**src/riscv_defs.svh**
```systemverilog
`ifndef RISCV_DEFS_SVH
`define RISCV_DEFS_SVH

// ============================================================
// core widths and sizes
// ============================================================

`define XLEN        32      // data and pc width
`define REG_ADDR_W  5
`define NUM_REGS    32

// ============================================================
// fetch
// ============================================================

`define IMEM_ADDR_W 8       // instruction word address bits
`define PC_STEP     4       // one 32-bit instruction

`endif

```
**src/riscv_isa_pkg.sv**
```systemverilog
package riscv_isa_pkg;

    // ============================================================
    // instruction level types
    // ============================================================

    typedef enum logic [6:0] {
        OP_R      = 7'b0110011,     // add, sub
        OP_LOAD   = 7'b0000011,     // lw
        OP_STORE  = 7'b0100011,     // sw
        OP_BRANCH = 7'b1100011      // beq
    } opcode_e;

    typedef enum logic {
        ALU_ADD = 1'b0,
        ALU_SUB = 1'b1
    } alu_op_e;

    // decoded controls, all zero for a bubble
    typedef struct packed {
        logic    branch;
        logic    mem_read;
        logic    mem_write;
        logic    mem_to_reg;        // write back load data
        logic    alu_src;           // second operand from immediate
        logic    reg_write;
        alu_op_e alu_op;
    } ctrl_t;

endpackage

```
**src/riscv_pipe_pkg.sv**
```systemverilog
`include "riscv_defs.svh"

package riscv_pipe_pkg;

    import riscv_isa_pkg::*;

    // ============================================================
    // pipeline registers
    // ============================================================

    typedef struct packed {
        logic [`XLEN-1:0] pc;
        logic [`XLEN-1:0] instr;
    } if_id_t;

    typedef struct packed {
        ctrl_t                 ctrl;
        logic [`XLEN-1:0]      pc;
        logic [`XLEN-1:0]      imm;
        logic [`XLEN-1:0]      rs1_data;
        logic [`XLEN-1:0]      rs2_data;
        logic [`REG_ADDR_W-1:0] rs1;
        logic [`REG_ADDR_W-1:0] rs2;
        logic [`REG_ADDR_W-1:0] rd;
    } id_ex_t;

    typedef struct packed {
        logic                   mem_read;
        logic                   mem_write;
        logic                   mem_to_reg;
        logic                   reg_write;
        logic [`XLEN-1:0]       alu_result;     // also the memory address
        logic [`XLEN-1:0]       store_data;
        logic [`REG_ADDR_W-1:0] rd;
    } ex_mem_t;

    typedef struct packed {
        logic                   reg_write;
        logic [`REG_ADDR_W-1:0] rd;
        logic [`XLEN-1:0]       data;
    } wb_t;

    // data memory port, plain levels
    typedef struct packed {
        logic [`XLEN-1:0] addr;
        logic [`XLEN-1:0] wdata;
        logic             wen;
        logic             ren;
    } dmem_req_t;

endpackage

```
**src/decode_unit.sv**
```systemverilog
`timescale 1ns/100ps
`include "riscv_defs.svh"

module decode_unit
    import riscv_isa_pkg::*, riscv_pipe_pkg::*;
(
    input  logic   id_ex_clk,
    input  logic   id_ex_res,
    input  if_id_t if_id,
    input  wb_t    wb,
    output id_ex_t id_next
);

    logic [`XLEN-1:0]       regs [`NUM_REGS];
    logic [`XLEN-1:0]       instr;
    logic [`REG_ADDR_W-1:0] rs1;
    logic [`REG_ADDR_W-1:0] rs2;
    opcode_e                opcode;
    ctrl_t                  ctrl;
    logic [`XLEN-1:0]       imm;

    assign instr  = if_id.instr;
    assign opcode = opcode_e'(instr[6:0]);
    assign rs1    = instr[19:15];
    assign rs2    = instr[24:20];

    // ============================================================
    // control and immediate decode
    // ============================================================

    always_comb begin
        ctrl = '0;
        imm  = '0;
        case (opcode)
            OP_R: begin
                ctrl.reg_write = 1'b1;
                ctrl.alu_op    = instr[30] ? ALU_SUB : ALU_ADD;
            end
            OP_LOAD: begin
                ctrl.mem_read   = 1'b1;
                ctrl.mem_to_reg = 1'b1;
                ctrl.alu_src    = 1'b1;
                ctrl.reg_write  = 1'b1;
                imm = {{(`XLEN-12){instr[31]}}, instr[31:20]};
            end
            OP_STORE: begin
                ctrl.mem_write = 1'b1;
                ctrl.alu_src   = 1'b1;
                imm = {{(`XLEN-12){instr[31]}}, instr[31:25], instr[11:7]};
            end
            OP_BRANCH: begin
                ctrl.branch = 1'b1;
                imm = {{(`XLEN-12){instr[31]}}, instr[7], instr[30:25], instr[11:8], 1'b0};
            end
            default: ;                                  // unknown opcode acts as bubble
        endcase
    end

    // ============================================================
    // register file, written on the falling edge
    // ============================================================

    always_ff @(negedge id_ex_clk or negedge id_ex_res) begin
        if (!id_ex_res) begin
            for (int i = 0; i < `NUM_REGS; i++) begin
                regs[i] <= '0;
            end
        end else if (wb.reg_write && wb.rd != '0) begin
            regs[wb.rd] <= wb.data;
        end
    end

    always_comb begin
        id_next.ctrl     = ctrl;
        id_next.pc       = if_id.pc;
        id_next.imm      = imm;
        id_next.rs1_data = regs[rs1];                   // x0 is never written
        id_next.rs2_data = regs[rs2];
        id_next.rs1      = rs1;
        id_next.rs2      = rs2;
        id_next.rd       = instr[11:7];
    end

endmodule

```
**src/execute_unit.sv**
```systemverilog
`timescale 1ns/100ps
`include "riscv_defs.svh"

module execute_unit
    import riscv_isa_pkg::*, riscv_pipe_pkg::*;
(
    input  logic             id_ex_clk,
    input  logic             id_ex_res,
    input  id_ex_t           id_next,
    input  wb_t              wb,
    output ex_mem_t          ex_mem,
    output logic             load_use_stall,
    output logic             branch_taken,
    output logic [`XLEN-1:0] branch_target
);

    id_ex_t           id_ex_q;
    ex_mem_t          ex_mem_q;
    logic [1:0]       fwd_a;
    logic [1:0]       fwd_b;
    logic [`XLEN-1:0] op_a;
    logic [`XLEN-1:0] op_b;
    logic [`XLEN-1:0] alu_b;
    logic [`XLEN-1:0] alu_y;

    // 2'b10 from ex/mem, 2'b01 from write-back, 2'b00 register value
    function automatic logic [1:0] fwd_sel(input logic [`REG_ADDR_W-1:0] rs);
        fwd_sel = 2'b00;
        if (ex_mem_q.reg_write && ex_mem_q.rd != '0 && ex_mem_q.rd == rs) begin
            fwd_sel = 2'b10;
        end else if (wb.reg_write && wb.rd != '0 && wb.rd == rs) begin
            fwd_sel = 2'b01;
        end
    endfunction

    always_comb begin
        fwd_a = fwd_sel(id_ex_q.rs1);
        fwd_b = fwd_sel(id_ex_q.rs2);
        case (fwd_a)
            2'b10:   op_a = ex_mem_q.alu_result;
            2'b01:   op_a = wb.data;
            default: op_a = id_ex_q.rs1_data;
        endcase
        case (fwd_b)
            2'b10:   op_b = ex_mem_q.alu_result;
            2'b01:   op_b = wb.data;
            default: op_b = id_ex_q.rs2_data;
        endcase
        alu_b = id_ex_q.ctrl.alu_src ? id_ex_q.imm : op_b;
        alu_y = (id_ex_q.ctrl.alu_op == ALU_SUB) ? op_a - alu_b : op_a + alu_b;
    end

    assign branch_taken   = id_ex_q.ctrl.branch && (op_a == op_b);
    assign branch_target  = id_ex_q.pc + id_ex_q.imm;
    assign load_use_stall = id_ex_q.ctrl.mem_read && id_ex_q.rd != '0 &&
                            (id_ex_q.rd == id_next.rs1 || id_ex_q.rd == id_next.rs2);

    // ============================================================
    // id/ex and ex/mem registers
    // ============================================================

    always_ff @(posedge id_ex_clk or negedge id_ex_res) begin
        if (!id_ex_res) begin
            id_ex_q  <= '0;
            ex_mem_q <= '0;
        end else begin
            id_ex_q  <= (load_use_stall || branch_taken) ? '0 : id_next;   // bubble
            ex_mem_q <= '{mem_read:   id_ex_q.ctrl.mem_read,
                          mem_write:  id_ex_q.ctrl.mem_write,
                          mem_to_reg: id_ex_q.ctrl.mem_to_reg,
                          reg_write:  id_ex_q.ctrl.reg_write,
                          alu_result: alu_y,
                          store_data: op_b,
                          rd:         id_ex_q.rd};
        end
    end

    assign ex_mem = ex_mem_q;

endmodule

```
**src/fetch_unit.sv**
```systemverilog
`timescale 1ns/100ps
`include "riscv_defs.svh"

module fetch_unit
    import riscv_pipe_pkg::*;
(
    input  logic                    id_ex_clk,
    input  logic                    id_ex_res,
    input  logic                    load_use_stall,
    input  logic                    branch_taken,
    input  logic [`XLEN-1:0]        branch_target,
    input  logic [`XLEN-1:0]        imem_data,
    output logic [`IMEM_ADDR_W-1:0] imem_addr,
    output if_id_t                  if_id
);

    logic [`XLEN-1:0] pc_q;
    if_id_t           if_id_q;

    always_ff @(posedge id_ex_clk or negedge id_ex_res) begin
        if (!id_ex_res) begin
            pc_q    <= '0;
            if_id_q <= '0;
        end else if (branch_taken) begin
            pc_q    <= branch_target;
            if_id_q <= '{pc: pc_q, instr: '0};      // zero word decodes to no controls
        end else if (!load_use_stall) begin
            pc_q    <= pc_q + `PC_STEP;
            if_id_q <= '{pc: pc_q, instr: imem_data};
        end
    end

    assign imem_addr = pc_q[`IMEM_ADDR_W+1:2];      // byte pc to word address
    assign if_id     = if_id_q;

endmodule

```
**src/riscv_core.sv**
```systemverilog
`timescale 1ns/100ps
`include "riscv_defs.svh"

module riscv_core
    import riscv_pipe_pkg::*;
(
    input  logic                    id_ex_clk,
    input  logic                    id_ex_res,
    output logic [`IMEM_ADDR_W-1:0] imem_addr,
    input  logic [`XLEN-1:0]        imem_data,
    output dmem_req_t               dmem_req,
    input  logic [`XLEN-1:0]        dmem_rdata
);

    if_id_t           if_id;
    id_ex_t           id_next;
    ex_mem_t          ex_mem;
    wb_t              wb;
    logic             load_use_stall;
    logic             branch_taken;
    logic [`XLEN-1:0] branch_target;

    fetch_unit fetch_unit_i (
        .id_ex_clk      (id_ex_clk),
        .id_ex_res      (id_ex_res),
        .load_use_stall (load_use_stall),
        .branch_taken   (branch_taken),
        .branch_target  (branch_target),
        .imem_data      (imem_data),
        .imem_addr      (imem_addr),
        .if_id          (if_id)
    );

    decode_unit decode_unit_i (
        .id_ex_clk (id_ex_clk),
        .id_ex_res (id_ex_res),
        .if_id     (if_id),
        .wb        (wb),
        .id_next   (id_next)
    );

    execute_unit execute_unit_i (
        .id_ex_clk      (id_ex_clk),
        .id_ex_res      (id_ex_res),
        .id_next        (id_next),
        .wb             (wb),
        .ex_mem         (ex_mem),
        .load_use_stall (load_use_stall),
        .branch_taken   (branch_taken),
        .branch_target  (branch_target)
    );

    writeback_unit writeback_unit_i (
        .id_ex_clk  (id_ex_clk),
        .id_ex_res  (id_ex_res),
        .ex_mem     (ex_mem),
        .dmem_rdata (dmem_rdata),
        .wb         (wb)
    );

    // memory stage request straight from ex/mem
    assign dmem_req = '{addr:  ex_mem.alu_result,
                        wdata: ex_mem.store_data,
                        wen:   ex_mem.mem_write,
                        ren:   ex_mem.mem_read};

endmodule

```
**src/writeback_unit.sv**
```systemverilog
`timescale 1ns/100ps
`include "riscv_defs.svh"

module writeback_unit
    import riscv_pipe_pkg::*;
(
    input  logic             id_ex_clk,
    input  logic             id_ex_res,
    input  ex_mem_t          ex_mem,
    input  logic [`XLEN-1:0] dmem_rdata,
    output wb_t              wb
);

    logic                   reg_write_q;
    logic                   mem_to_reg_q;
    logic [`REG_ADDR_W-1:0] rd_q;
    logic [`XLEN-1:0]       alu_q;
    logic [`XLEN-1:0]       load_q;

    always_ff @(posedge id_ex_clk or negedge id_ex_res) begin
        if (!id_ex_res) begin
            reg_write_q  <= 1'b0;
            mem_to_reg_q <= 1'b0;
        end else begin
            reg_write_q  <= ex_mem.reg_write;
            mem_to_reg_q <= ex_mem.mem_to_reg;
        end
    end

    always_ff @(posedge id_ex_clk) begin
        rd_q   <= ex_mem.rd;
        alu_q  <= ex_mem.alu_result;
        load_q <= dmem_rdata;           // sampled in the request cycle
    end

    assign wb = '{reg_write: reg_write_q, rd: rd_q, data: mem_to_reg_q ? load_q : alu_q};

endmodule
```
**config.mk**
```make
export PLATFORM = sky130hd
export DESIGN_NAME = riscv_core
export DESIGN_NICKNAME = d
export VERILOG_FILES = /design/src/riscv_isa_pkg.sv /design/src/riscv_pipe_pkg.sv /design/src/decode_unit.sv /design/src/execute_unit.sv /design/src/fetch_unit.sv /design/src/riscv_core.sv /design/src/writeback_unit.sv
export VERILOG_INCLUDE_DIRS = /design/src
export SDC_FILE = /design/constraint.sdc
export NUM_CORES = 2
export LEC_CHECK = 0
export BUFFER_PORTS_ARGS = -buffer_cell sky130_fd_sc_hd__buf_2
export CAP_MARGIN = 20
export CORE_MARGIN = 2
export CORE_UTILIZATION = 25
export DETAILED_ROUTE_END_ITERATION = 6
export SLEW_MARGIN = 20
export SYNTH_ARGS = -nofsm -noshare
export SYNTH_HDL_FRONTEND = slang
export SYNTH_SLANG_ARGS = --single-unit
```
**constraint.sdc**
```tcl
create_clock -name id_ex_clk -period 6.3 [get_ports id_ex_clk]
set_input_delay 1.26 -clock id_ex_clk [delete_from_list [all_inputs] [get_ports id_ex_clk]]
set_output_delay 1.26 -clock id_ex_clk [all_outputs]
set_load 0.05 [all_outputs]
```
# Word-level counts from Yosys, hierarchy flattened
# Cells that the tools add are included.
# op_classes
add_sub_neg	4
n_lt_le_gt_ge	4
eq_ne	16
muxes	31
bitwise_logic	3
reduce_logical	17
# ops
op	n
1024-bit bitwise mux	1
32-bit binary-select mux with 5-bit select	2
32-bit two-way mux	10
32-bit demux with 5-bit select	1
150-bit two-way mux	1
64-bit two-way mux	2
32-bit one-hot mux with 2 select lines	2
32-bit one-hot mux with 3 select lines	1
32-bit adder	2
32-bit by 3-bit adder with 32-bit output (second input constant)	1
32-bit == test	1
32-bit subtractor	1
5-bit == test	6
6-bit >= comparator (second input constant)	3
5-bit NOT with 6-bit output	3
5-bit nonzero test	3
7-bit by 6-bit == test with 1-bit output (second input constant)	2
1-bit logical AND	10
1-bit two-way mux	9
7-bit by 2-bit == test with 1-bit output (second input constant)	1
7-bit == test (second input constant)	1
6-bit by 1-bit less-than comparator with 1-bit output (second input constant)	1
2-bit by 1-bit == test with 1-bit output (second input constant)	2
2-bit == test (second input constant)	2
4 further kinds	7
# totals
ff_bits	1414
input_bits	66
output_inout_bits	74
word_cells	136

# Longest topological paths before layout
# logic_depth
depth_word	11
depth_mapped	26
ltp_nobuf	23

# Cells and area by module
# A second synthesis with hierarchy kept.
# unflattened
cells_unflattened	6645
hier_area_um2	76519.6
# by_module_without_submodules
mod	instances	cells_each	area_per_inst_um2	seq_area_each_um2
decode_unit	1	4704	56077.5	25624.6
execute_unit	1	1452	14146.1	5580.4
fetch_unit	1	381	4312.9	2402.3
writeback_unit	1	108	1983.2	1431.4

==> results.txt <==
CP startpoint -> execute_unit_i.ex_mem[2]
final setup skew -> 0.1033 ns
clock root buffer -> clkbuf_16
status -> complete, but fails checks
kind of critical path -> reg -> reg
P&R area growth vs syn -> 14.72%
area occupied by multi-input gates -> 31760 um^2
io pins -> 140
R2R setup slack -> 0.21 ns
synth warn -> 0
final setup violation count -> 0
grt ovf -> 0
worst r2r dst -> execute_unit_i.ex_mem[67]
via/cell ratio -> 5.140
Slew Limit Fails -> 0
initial DRC count -> 4873
Max-Cap Viols -> 0
Die Width -> 521.9 um
IO Port Bufs -> 136
Psw -> 6.811 mW
DR vias -> 48.49k
VDD IR max -> 0.0002323 V
worst hold slack -> 0.3405 ns
fin nets -> 5882
mapped cell area -> 67060 um^2
P_leak -> 32.26 nW
Critical Path Source Type -> flop
fin worst setup slack -> 0.2122 ns
Logic pwr share -> 0.184
RSZ-0062 raised after global routing -> false
Final Total Pwr -> 21.86 mW
PwrDens -> 284.1 nW/um^2
Die Ht -> 521.9 um
hold endpoint -> decode_unit_i.regs[1002]
# fillers -> 27.15k
most common cell after layout, fill and taps aside -> dfrtn_1
dpl ws -> 0.1067 ns
Post-synth EDFFs -> 0
reg-to-reg startpoint -> execute_unit_i.ex_mem[2]
prevailing post-synth register cell -> dfrtn_1
post-route ant nets -> 0
DRT Pass-1 Iters -> 7
Unique masters post-synth -> 83
row count -> 190
Required @ worst endpoint -> 6.97 ns
commonest non-fill, non-tap cells in the layout -> dfrtn_1, nand2_1, o21ai_0, mux4_2, nor2_1
wire per inst -> 22.53 um
core area -> 267400 um^2
Setup TNS -> 0 ns
fraction of layout cells with a size suffix above 1 -> 0.2305
die area -> 272400 um^2
antenna violations before repair -> 6
syn avg cell area -> 11.35 um^2
clk slew on worst S/H paths -> 0.06 ns
H-tree levels -> 4
Clk pwr share -> 0.380
clk sink count -> 1324
Rel. slew slack -> 0.3452
number of global-route vias before repair -> 48.89k
register area share after synthesis -> 0.4889
# placed instances -> 9180
initial core utilization -> 0.2508
worst hold start -> decode_unit_i.regs[1002]
GRT Overall Usage -> 0.1541
Max Fclk -> 164.3 MHz
Longest Clk Path Bufs -> 3
Switching Fraction -> 0.3116
wirelength, routed -> 212500 um
Worst-Skew Late Latency -> 0.80 ns
Design Area, Final -> 76930 um^2
M3 GR Usage -> 0.02736
first-pass GRT wire length -> 319200 um
Hold Path Depth -> 0
CTS Hold Bufs -> 0
gpl congestion -> 0.9080
GR Util met2 -> 0.2491
Most Crowded Layer GR -> met2
CTS tree -> built
hpwl dp -> 134000 um
Remaining DRCs -> 3
pin count of the biggest net entering global routing -> 108
critical-path maximum fanout -> 13
post-route insts no fill -> 9432
met1 Resource Use GR -> 0.2047
Final Critical Period -> 6.088 ns
arrival time worst endpoint -> 6.76 ns
Synth async-reset ratio -> 0.9479
Flop pwr share -> 0.436
Hold Vio Cnt, Final -> 0
Sequential Area -> 32820 um^2
Synthesized Nets -> 6025
post-synthesis cell count -> 5908
flops & latches, synth -> 1324
failing checks -> design-rule violations
Int Power -> 15.05 mW
total CTS buffers -> 135
crit share post-route -> 0.9663
R2R depth -> 22
Hold Crit Class -> reg -> reg
Worst Max-Slew Pin Slew -> 0.9739 ns
Layout Utilization -> 0.2877
CP Capture Type -> flop
instance area at placement -> 72350 um^2
## cell type report
type,count,area share
antenna,2,0.00006506
clock buffer,197,0.05209
clock inverter,53,0.007189
inverter,41,0.002131
multi-input combinational,3902,0.4128
sequential,1324,0.4266
tap,3552,0.05777
timing repair buffer,361,0.04141
## flip-flops by register name, summed over array words and instances (netlist names)
signal / count
decode_unit_i.regs: 1024
execute_unit_i.ex_mem: 72
execute_unit_i.id_ex_q: 108
fetch_unit_i.if_id: 39
fetch_unit_i.pc_q: 10
writeback_unit_i.alu_q: 32
writeback_unit_i.load_q: 32
writeback_unit_i.mem_to_reg_q: 1
writeback_unit_i.rd_q: 5
writeback_unit_i.reg_write_q: 1
## worst max-delay path by stage
stage | end | cells past startpoint
finish | execute_unit_i.ex_mem[67] | 22
global route | execute_unit_i.ex_mem[67] | 22
CTS | execute_unit_i.ex_mem[67] | 22
detailed placement | execute_unit_i.ex_mem[67] | 22
global placement | execute_unit_i.ex_mem[67] | 22
floorplan | decode_unit_i.regs[612] | 6
## routing by layer
metal / vias to the layer above / part of all wire
li1: 21020 / -
met4: 0 / 0.039
met1: 24760 / 0.41
met5: - / 0
met2: 2216 / 0.47
met3: 484 / 0.081
## cell families after synthesis
family          share of synthesized area
compound gates                     0.1108
xor+xnor                          0.01411
fa+ha+maj                        0.009739
buf+inv                           0.04366
flops                              0.4889
mux                                0.2286
simple gates                       0.1042
## cells in the mapped netlist, drive strengths merged, types with 64 or more instances
| master | instances | share of area |
|---|---|---|
| mux4 | 640 | 0.21 |
| dfrtp | 231 | 0.086 |
| nand2 | 790 | 0.044 |
| buf | 171 | 0.015 |
| nor3 | 64 | 0.0049 |
| mux2i | 76 | 0.011 |
| nor2 | 550 | 0.031 |
| dfxtp | 69 | 0.021 |
| dfrtn | 1024 | 0.38 |
| o21ai | 671 | 0.050 |
| clkbuf | 470 | 0.026 |
| a21oi | 524 | 0.039 |
## critical path, cell delays in order (launching register included)
cell and delay, ns:
dfrtp_1 0.44, or4_4 0.56, o211a_1 0.42, buf_4 0.28, nand4_1 0.10, o31ai_1 0.17, buf_4 0.21, o32ai_1 0.38
nand4b_4 0.23, nor2_1 0.22, nand3_1 0.13, a211o_1 0.30, o21a_1 0.13, ha_1 0.39, o211ai_1 0.14, or3_1 0.45
a211oi_2 0.40, buf_4 0.19, nor2_1 0.07, o211ai_1 0.31, a41o_1 0.21, a21oi_1 0.07, xnor2_1 0.13
## power by group through the flow
stage,combinational [mW],clock (mW),sequential [mW]
finish,4.03,8.30,9.52
global route,4.30,8.79,9.57
CTS,3.98,8.46,9.51
detailed placement,3.96,0,9.66
global placement,3.92,0,9.63
floorplan,2.77,0,9.37
## timing repair
action                     CTS  global route
setup endpoints to repair    0             2
setup buffers                0             0
gates resized for setup      0             2
Power figures use the tool's default switching activity.
